==> src/rtl/mspe_pkg.sv <==
`default_nettype none

package mspe_pkg;

    localparam int num_cores  = 2;
    localparam int core_idx_w = $clog2(num_cores);
    localparam int line_w     = 512;
    localparam int lane_w     = 32;
    localparam int num_lanes  = line_w / lane_w;
    localparam int addr_w     = 64;
    localparam int burst_w    = 3;
    localparam int max_lines  = 4;
    localparam int buf_idx_w  = $clog2(max_lines);

    // each descriptor field is a 32-bit word at a fixed offset
    localparam int field_w     = 32;
    localparam int addr_lsb    = 0;
    localparam int opcode_lsb  = 32;
    localparam int operand_lsb = 64;
    localparam int count_lsb   = 448;

    typedef enum logic [lane_w-1:0] {
        op_pass = 32'd0,
        op_add  = 32'd1,
        op_xor  = 32'd2,
        op_swap = 32'd3
    } lane_op_e;

    typedef enum logic [1:0] {
        core_idle,
        core_request,
        core_receive,
        core_drain
    } core_state_e;

endpackage

`default_nettype wire

==> src/rtl/job_decoder.sv <==
`timescale 1ns/1ps
`default_nettype none

module job_decoder (
    input  wire                                clk,
    input  wire                                rst,
    input  wire                                soft_rst,
    input  wire                                recv_fifo_valid,
    input  wire  [mspe_pkg::line_w-1:0]        recv_fifo_q,
    output logic                               recv_fifo_rdreq,
    input  wire  [mspe_pkg::num_cores-1:0]     core_busy,
    output logic [mspe_pkg::num_cores-1:0]     job_valid,
    output logic [mspe_pkg::addr_w-1:0]        job_addr,
    output mspe_pkg::lane_op_e                 job_op,
    output logic [mspe_pkg::lane_w-1:0]        job_operand,
    output logic [mspe_pkg::burst_w-1:0]       job_count
);

    logic [mspe_pkg::num_cores-1:0] idle;
    logic [mspe_pkg::num_cores-1:0] pick;

    assign idle = ~(core_busy | job_valid); // a core strobed last cycle has no busy bit yet
    assign pick = idle & (~idle + 1'b1); // lowest numbered idle core

    // a pop during reset would lose its job
    assign recv_fifo_rdreq = recv_fifo_valid && (|idle) && !(rst || soft_rst);

    always_ff @(posedge clk) begin
        if (rst || soft_rst) begin
            job_valid <= '0;
        end else begin
            job_valid <= recv_fifo_rdreq ? pick : '0;
        end
    end

    always_ff @(posedge clk) begin
        if (recv_fifo_rdreq) begin
            job_addr    <= {{(mspe_pkg::addr_w - mspe_pkg::field_w){1'b0}},
                            recv_fifo_q[mspe_pkg::addr_lsb +: mspe_pkg::field_w]};
            job_op      <= mspe_pkg::lane_op_e'(recv_fifo_q[mspe_pkg::opcode_lsb +:
                                                            mspe_pkg::lane_w]);
            job_operand <= recv_fifo_q[mspe_pkg::operand_lsb +: mspe_pkg::lane_w];
            job_count   <= recv_fifo_q[mspe_pkg::count_lsb +: mspe_pkg::burst_w]; // upper bits unused
        end
    end

endmodule

`default_nettype wire

==> config.mk <==
export PLATFORM = sky130hd
export DESIGN_NAME = job_decoder
export DESIGN_NICKNAME = d
export VERILOG_FILES = /design/src/rtl/mspe_pkg.sv /design/src/rtl/job_decoder.sv
export SDC_FILE = /design/constraint.sdc
export NUM_CORES = 1
export LEC_CHECK = 0
export ABC_AREA = 1
export CELL_PAD_IN_SITES_DETAIL_PLACEMENT = 1
export CELL_PAD_IN_SITES_GLOBAL_PLACEMENT = 1
export CORE_AREA = 2 2 251 253
export DETAILED_ROUTE_END_ITERATION = 16
export DIE_AREA = 0 0 253 255
export DONT_BUFFER_PORTS = 1
export PLACE_DENSITY_LB_ADDON = 0.05
export SYNTH_ARGS = -nofsm -noshare
export SYNTH_HDL_FRONTEND = slang
export SYNTH_SLANG_ARGS = --single-unit
==> constraint.sdc <==
create_clock -name clk -period 6.4 [get_ports clk]
set_clock_uncertainty 0.2 [all_clocks]
set_input_delay 0.64 -clock clk [delete_from_list [all_inputs] [get_ports clk]]
set_output_delay 0.64 -clock clk [all_outputs]
set_load 0.05 [all_outputs]
==> results.toml, run 1 <==
[flow_run]
cap_violations = 0

[yosys]
synth_simple_gate_area_frac = 0.01137
synth_area_leaders = "edfxtp_1 90%, buf_4 7.3%, dfxtp_1 1.2%"
synthArstFlopShare = 0
synth-seq-area-share = 0.9125
synth_xor_area_frac = 0
syn_inst = 146
synthMuxAreaShare = 0
synth_compound_area_frac = 0
synth_top_family_by_area = "buffers and inverters"
synth_commonest_cells = "99 x edfxtp_1, 32 x buf_4, 7 x nor2_1, 3 x nand2_1"
synth_area_sq_um = 3302
avgSynthCellArea_sq_um = 22.62
ys_seq_elements = 101
synth_most_common_cell = "edfxtp_1"
synth_top_area_cell = "edfxtp_1"
synth_warnings = 0
synth_edf_count = 99
synth_flop_cell = "edfxtp_1"
synth_fa_ha_area_frac = 0
ys_types = 7
synth_top_area_frac = 0.9003

[sta]
post-route-min-period_ns = 2.910
min_period_over_period = 0.4548
fin_tns_setup_ns = 0
grt_setup_unrepaired = "false"
max_slew_margin = 0.3609
fin_hold_ws_ns = 0.1354
worst_slew_pin_slew_ns = 0.9587
fmax_mhz = 343.6
setup_viol = 0
maxSlewViolCount = 0
hold_viol = 0

[finish]
final_layout_size_suffix_gt1_frac = 0.1220
ff_latch_area_sq_um = 3013
area_growth_syn_to_layout_pct = 37.32
multi_input_area_sq_um = 165.2
final_nets = 677
n_fill_cell = 7211

[drt]
num_vias = 1340
postRouteAntennaNets = 0
routedWlPerCell_um = 15.20
drt-vias-per-instance = 1.383
drt_iter0_markers = 71
drc = 0
first_pass_iters = 4
drt-total-wl_mm = 14.73

[placed_design]
gp_congestion = 0.5542
hpwlAfterDp_mm = 11.82
port_buffers = 0

[clocking]
postCtsHoldBufs = 0
cts_tree = "done"
cts_buffers = 9
clk_pin_slew_ns = 0.09
insertion_delay_ns = 0.39
postCtsSetupBuffers = 0
htreeDepth = 3
cts.sinks = 101
ctsResizeCount = 0
root_buffer = "clkbuf_16"
cts_buffer_depth = 2

[floorplan]
row_count = 92
dieHeight_um = 255
die_w_um = 253
boundaryPins = 652
initial_core_util = 0.05312
coreArea_sq_um = 62160
die_area_sq_um = 64520

[worst_setup_path]
startpoint_type = "flip-flop"
cp_max_fo = 53
required_ns = 5.56
worstSetupPathType = "reg -> out"
end_kind = "output pin"
worstPathArrival_ns = 2.07

[pwr]
p_per_area_nw_per_um2 = 325.9
p_leak_nw = 1.218
vdd_drop_max_mv = 0.1171

[status]
status = "complete, no violations"

[worst_hold_path]
hold_path_class = "in -> reg"

[global_route]
grt_max_degree = 54
grt_pass1_vias = 1323
grtUsageTotal = 0.04500
grt_pass1_wl_mm = 17.08
grt.overflow.total = 0
antenna_found_initial = 23
[cell families (layout without fill, tap and decap cells)]
logic type | count (synthesis) | count (layout)
flip-flops | 101 | 101
other | 1 | 38
AND/OR/NAND/NOR | 10 | 10
buffers and inverters | 34 | 21
[power by group]
group | internal (W) | total [W] | switching (W)
Clock | 0.000283 | 0.000612 | 0.000329
Sequential | 0.000747 | 0.000810 | 0.0000629
Combinational | 0.00000169 | 0.0000556 | 0.0000539
[layer usage]
metal | global-route usage | wire, um | share of wire | vias up
met4 | 0.02384 | 471 | 0.032 | 10
met1 | 0.03579 | 4231 | 0.29 | 631
met5 | 0 | 55 | 0.0037 | -
met2 | 0.07724 | 7727 | 0.52 | 140
li1 | - | - | - | 514
met3 | 0.03712 | 2245 | 0.15 | 45
[final cells by class]
class                   count  area share
clock inverters             7     0.01904
inverters                   2    0.001656
multi-input cells          42     0.03642
flip-flops and latches    101      0.6645
well taps                 799      0.2205
clock buffers               9     0.04967
diodes                      6    0.003311
repair buffers              3    0.004967
[path summary, 6_finish.rpt]
path | from | slack, ns | end | depth (start not counted)
worst max-delay path | job_valid[1] | 3.49 | recv_fifo_rdreq | 4
worst min-delay path | recv_fifo_q[25] | 0.14 | job_addr[25] | 0
worst max register to register | job_valid[1] | 3.86 | job_op[10] | 5
worst min register to register | job_valid[0] | 0.62 | job_valid[0] | 3
[sequential cells by signal, summed over array words and instances, names as in the netlist]
name,cells
job_addr,32
job_op,32
job_operand,32
job_count,3
job_valid,2
[stage by stage]
step	area [sq um]	total power (W)	instances	utilization	setup slack [ns]
floorplan	3421	0.0008844	177	-	1.819
global placement	4208	0.0008835	947	0.06769	3.673
detailed placement	4208	0.0008829	947	0.06769	3.659
CTS	4519	0.001537	963	0.07271	3.335
global route	4519	0.001548	963	0.07271	3.261
finish	4534	0.001478	969	0.07295	3.490
[placed cells by master, fill, tap and decap left out]
| cell type | instances |
|---|---|
| buf_4 | 3 |
| clkbuf_16 | 9 |
| clkinv_4 | 1 |
| clkinv_8 | 2 |
| conb_1 | 32 |
| dfxtp_1 | 2 |
| diode_2 | 6 |
| edfxtp_1 | 99 |
| inv_1 | 2 |
| inv_12 | 1 |
| inv_6 | 2 |
| inv_8 | 1 |
| nand2_1 | 3 |
| nor2_1 | 6 |
| nor2_4 | 1 |
[worst max-delay path, stage by stage, from the launching register on]
cell and delay [ns]:
dfxtp_1 0.49, nor2_1 0.26, nor2_1 0.10, nor2_4 0.10, buf_4 0.64
Note: power is estimated with default switching activity, not from simulation.
==> inputs of run 2 (changes only) <==
- clock period: 6.4 -> 2.93 ns (I/O delays scaled with it)
==> run 2 against run 1 <==
Effect of this change:
- largest cell class unchanged
- sequential power grew 120%
- combinational power grew to 4.5 times the previous value
- cell area grew 24%
- flip-flop and latch count is the same
- hold slack gained 0.016 ns
- total power grew 130%
==> results.toml, run 2 (synthesized netlist as in run 1, its figures left out) <==
[status]
status = "complete, no violations"

[finish]
reg_top3 = "job_addr: 32 flops, job_op: 32 flops, job_operand: 32 flops"
most-common-layout-cells = "104 x dlygate4sd3_1, 99 x edfxtp_1, 32 x conb_1, 9 x clkbuf_16, 6 x nor2_1"
final_common_cell = "dlygate4sd3_1"
n_fill_cell = 7180
final_nets = 781
final_layout_size_suffix_gt1_frac = 0.08209
final_cell_area_sq_um = 5605
area_growth_syn_to_layout_pct = 69.76

[placed_design]
port_buffers = 0
placed_area_sq_um = 4238
hpwlAfterDp_mm = 11.21
gp_congestion = 0.5562

[worst_setup_path]
timing.rr.start = "job_valid[0]"
cp_max_fo = 55
timing.rr.end = "job_valid[1]"
end_kind = "output pin"
required_ns = 2.44
worstPathArrival_ns = 1.83
worstSetupStartpoint = "job_valid[1]"
worstSetupPathType = "reg -> out"
endpoint = "recv_fifo_rdreq"
reg2reg_depth = 6
reg2reg_slack_ns = 0.76
startpoint_type = "flip-flop"

[flow_run]
cap_violations = 0

[sta]
fmax_mhz = 429.8
min_period_over_period = 0.7942
post-route-min-period_ns = 2.327
setup_viol = 0
maxSlewViolCount = 0
max_slew_margin = 0.5837
fin_tns_setup_ns = 0
worst_slew_pin_slew_ns = 0.6258
grt_setup_unrepaired = "false"
hold_viol = 0

[clocking]
clk_pin_slew_ns = 0.09
postCtsSetupBuffers = 0
ctsResizeCount = 0
cts.sinks = 101
cts_buffer_depth = 2
cts_tree = "done"
cts_buffers = 9
insertion_delay_ns = 0.39
postCtsHoldBufs = 104
root_buffer = "clkbuf_16"
htreeDepth = 3

[pwr]
p_per_area_nw_per_um2 = 609.6
switchingPower_w = 0.001002
p_clk_frac = 0.410
p_leak_nw = 1.670
p_comb_frac = 0.073
switching_share = 0.2931
seqPwrFrac = 0.516
vdd_drop_max_mv = 0.2547
p_int_w = 0.002416

[floorplan]
row_count = 92
die_w_um = 253
initial_core_util = 0.05312
die_area_sq_um = 64520
coreArea_sq_um = 62160
boundaryPins = 652
dieHeight_um = 255

[drt]
drc = 0
drt-vias-per-instance = 1.606
num_vias = 1720
drt_iter0_markers = 77
drt-total-wl_mm = 14.52
first_pass_iters = 4
postRouteAntennaNets = 0
routedWlPerCell_um = 13.56

[global_route]
grt_pass1_wl_mm = 17.62
grt_max_degree = 56
antenna_found_initial = 11
grtUsageTotal = 0.04504
grt_pass1_vias = 1810
grt.overflow.total = 0

[worst_hold_path]
hold_path_class = "in -> reg"
run 2: cell types whose count changed in the layout (fill, tap and decap cells not counted), sizes merged:
cell / before / now
bufinv: 0 / 1
dlygate4sd3: 0 / 104
diode: 6 / 4
inv: 6 / 5
run 2: how the worst min path moves through the flow:
stage	start	depth (start not counted)	slack, ns	end
5_1_grt	recv_fifo_valid	2	0.17	job_addr[14]
3_5_place_dp	recv_fifo_q[84]	0	0.19	job_operand[20]
4_1_cts	recv_fifo_valid	2	0.13	job_addr[14]
3_3_place_gp	recv_fifo_q[49]	0	0.19	job_op[17]
2_1_floorplan	recv_fifo_q[0]	0	0.19	job_addr[0]
6_report	recv_fifo_valid	2	0.15	job_addr[14]
run 2: final cells by class:
type	instances	area [sq um]	area share
Clock buffer	9	225.2	0.04018
Inverter	2	7.507	0.001339
Multi-Input combinational cell	42	165.2	0.02946
Tap cell	799	999.7	0.1783
Sequential cell	101	3018	0.5384
Timing Repair Buffer	107	1089	0.1942
Antenna cell	4	10.01	0.001786
Clock inverter	7	91.34	0.01629
run 2: metal layers:
layer  track usage  vias up  share of wire
li1              -      719              -
met1       0.03838      844           0.31
met2       0.08140      121           0.56
met3       0.02309       28          0.090
met4       0.03145        8          0.033
met5             0        -         0.0041
run 2: critical path, stage by stage, from the launching register on:
cell     delay, ns
dfxtp_4       0.41
nor2_1        0.18
nor2_1        0.10
nor2_4        0.32
buf_12        0.38
run 2: power groups by stage:
stage	combinational, W	clock [W]	sequential, W
after floorplan	0.000141	0	0.00179
after global placement	0.000126	0	0.00180
after detailed placement	0.000126	0	0.00180
after CTS	0.000255	0.00154	0.00177
after global routing	0.000265	0.00155	0.00177
final	0.000250	0.00140	0.00176
run 2: metrics by stage:
step / cells / power, W / worst slack, ns / utilization / hold WS, ns
2_1_floorplan: 177 / 0.001930 / 0.01067 / - / 0.1919
3_3_place_gp: 947 / 0.001930 / 0.9108 / 0.06818 / 0.1919
3_5_place_dp: 947 / 0.001929 / 0.8810 / 0.06818 / 0.1919
4_1_cts: 1067 / 0.003565 / 0.4688 / 0.09002 / 0.1323
5_1_grt: 1068 / 0.003591 / 0.4001 / 0.09006 / 0.1694
6_report: 1071 / 0.003417 / 0.6031 / 0.09018 / 0.1513
==> inputs of run 3 (changes only) <==
- ABC_AREA: 1 -> 0
- clock period: 2.93 -> 2.4 ns (I/O delays scaled with it)
==> run 3 against run 2 <==
Effect of this change:
- hold slack better by 0.091 ns
- synthesized cell count down 4.1%
- sequential share of layout area up 0.32 points
- die area unchanged
- register-to-register slack worse by 0.17 ns
- area after synthesis about the same
- via count down 2.8%
- wire length up 0.70%
- first-iteration DRC count up 10%
- critical path type unchanged
- largest cell class unchanged
- largest power group unchanged
==> results.toml, run 3 <==
[status]
status = "complete, no violations"

[floorplan]
dieHeight_um = 255
die_area_sq_um = 64520
die_w_um = 253
boundaryPins = 652
initial_core_util = 0.05308
row_count = 92
coreArea_sq_um = 62160

[finish]
area_growth_syn_to_layout_pct = 69.02
final_nets = 774
n_fill_cell = 7175
final_layout_size_suffix_gt1_frac = 0.08429
most-common-layout-cells = "103 x dlygate4sd3_1, 99 x edfxtp_1, 32 x conb_1, 9 x clkbuf_16"
final_util = 0.08971
ff_latch_area_sq_um = 3020
final_common_cell = "dlygate4sd3_1"
multi_input_area_sq_um = 172.7
reg_top3 = "job_addr: 32 flops, job_op: 32 flops, job_operand: 32 flops"

[placed_design]
hpwlAfterDp_mm = 11.66
port_buffers = 0
gp_congestion = 0.5635

[worst_setup_path]
timing.rr.end = "job_addr[29]"
startpoint_type = "flip-flop"
worstSetupStartpoint = "job_valid[0]"
end_kind = "output pin"
worstPathArrival_ns = 1.67
endpoint = "recv_fifo_rdreq"
cp_max_fo = 35
timing.rr.start = "job_valid[0]"
reg2reg_depth = 3
required_ns = 1.96
worstSetupPathType = "reg -> out"
reg2reg_slack_ns = 0.59

[yosys]
synth_area_sq_um = 3299
synth-seq-area-share = 0.9132
synth_most_common_cell = "edfxtp_1"
ys_seq_elements = 101
syn_inst = 140
synth_edf_count = 99
ys_types = 9
synth_top_area_frac = 0.9010
synth_top_area_cell = "edfxtp_1"
avgSynthCellArea_sq_um = 23.57
synth_flop_cell = "edfxtp_1"
synthArstFlopShare = 0
synth_commonest_cells = "99 x edfxtp_1, 32 x buf_4, 2 x dfxtp_1, 2 x nor2_1"
synth_warnings = 0
synth_area_leaders = "edfxtp_1 90%, buf_4 7.3%, dfxtp_1 1.2%"

[global_route]
grt_pass1_vias = 1751
grtUsageTotal = 0.04498
grt.overflow.total = 0
grt_pass1_wl_mm = 17.68
grt_max_degree = 36
antenna_found_initial = 16

[sta]
worst_slew_pin_slew_ns = 0.7394
max_slew_margin = 0.5081
fmax_mhz = 474.6
post-route-min-period_ns = 2.107
min_period_over_period = 0.8779
hold_viol = 0
grt_setup_unrepaired = "false"
maxSlewViolCount = 0
setup_viol = 0
fin_hold_ws_ns = 0.2419

[clocking]
cts.sinks = 101
clk_pin_slew_ns = 0.08
htreeDepth = 3
cts_buffer_depth = 2
cts_buffers = 9
root_buffer = "clkbuf_16"
postCtsSetupBuffers = 0
cts_tree = "done"
insertion_delay_ns = 0.39

[worst_hold_path]
hold_path_class = "in -> reg"

[drt]
drt-vias-per-instance = 1.568
drt_iter0_markers = 85
drc = 0
first_pass_iters = 4
drt-total-wl_mm = 14.62
routedWlPerCell_um = 13.72
num_vias = 1672
postRouteAntennaNets = 0

[pwr]
p_leak_nw = 1.634
vdd_drop_max_mv = 0.2903
p_per_area_nw_per_um2 = 711.1

[flow_run]
cap_violations = 0
-- run 3: changes by cell type in the layout (fill, tap and decap cells not counted), moves of 2 or more --
cell / change
inv_1: -2
diode_2: +2
clkinv_4: +2
nand2_1: -3
nor2_1: -5
-- run 3: critical path, cell delays in order (launching register included) --
cell     delay (ns)
dfxtp_4        0.42
o22a_1         0.25
nor2_4         0.27
buf_12         0.28
-- run 3: layer usage --
layer / part of all wire / GRT usage
met1: 0.31 / 0.03630
met2: 0.54 / 0.07998
met3: 0.12 / 0.02929
met4: 0.033 / 0.02942
met5: 0.0040 / 0
-- run 3: cells by family (layout without fill, tap and decap cells) --
family | Yosys count | after routing | share of synthesized area
flops | 101 | 101 | 0.9132
buf+inv | 32 | 122 | 0.07281
simple gates | 5 | 5 | 0.01024
other cells | 1 | 38 | 0.001137
compound gates | 1 | 1 | 0.002655
-- run 3: area by class of cell --
cell class / instances / share of cell area
sequential: 101 / 0.5416
clock inverter: 6 / 0.008750
multi-input combinational: 38 / 0.03096
clock buffer: 10 / 0.04106
antenna: 6 / 0.002692
timing repair buffer: 106 / 0.1956
tap: 799 / 0.1793
-- run 3: timing repair --
item | in CTS | in global routing
endpoints found under the hold margin | 101 | 0
gates resized for setup | 0 | 0
hold buffers | 103 | 0
-- run 3: worst min-delay path by stage --
stage / startpoint / endpoint / slack, ns / cells after the start
2_1_floorplan: core_busy[1] / job_valid[1] / 0.10 / 1
3_3_place_gp: core_busy[1] / job_valid[1] / 0.11 / 1
3_5_place_dp: core_busy[1] / job_valid[1] / 0.11 / 1
4_1_cts: rst / job_addr[26] / 0.20 / 3
5_1_grt: rst / job_addr[5] / 0.24 / 3
6_report: rst / job_addr[26] / 0.24 / 3
-- run 3: power breakdown --
part	total, W	internal [W]	switching (W)
registers	0.00216	0.00199	0.000167
logic	0.000303	0.000121	0.000182
clock network	0.00151	0.000716	0.000791
total	0.00397	0.00283	0.00114
-- run 3: through the flow --
stage / worst slack (ns) / TNS (ns) / std cells / power (W) / cell area (sq um)
2_1_floorplan: -0.5596 / -55.77 / 171 / 0.002355 / 3433
3_3_place_gp: 0.6307 / 0 / 941 / 0.002357 / 4253
3_5_place_dp: 0.6012 / 0 / 941 / 0.002356 / 4253
4_1_cts: 0.2196 / 0 / 1060 / 0.004135 / 5562
5_1_grt: 0.1930 / 0 / 1064 / 0.004168 / 5572
6_report: 0.2931 / 0 / 1066 / 0.003966 / 5577
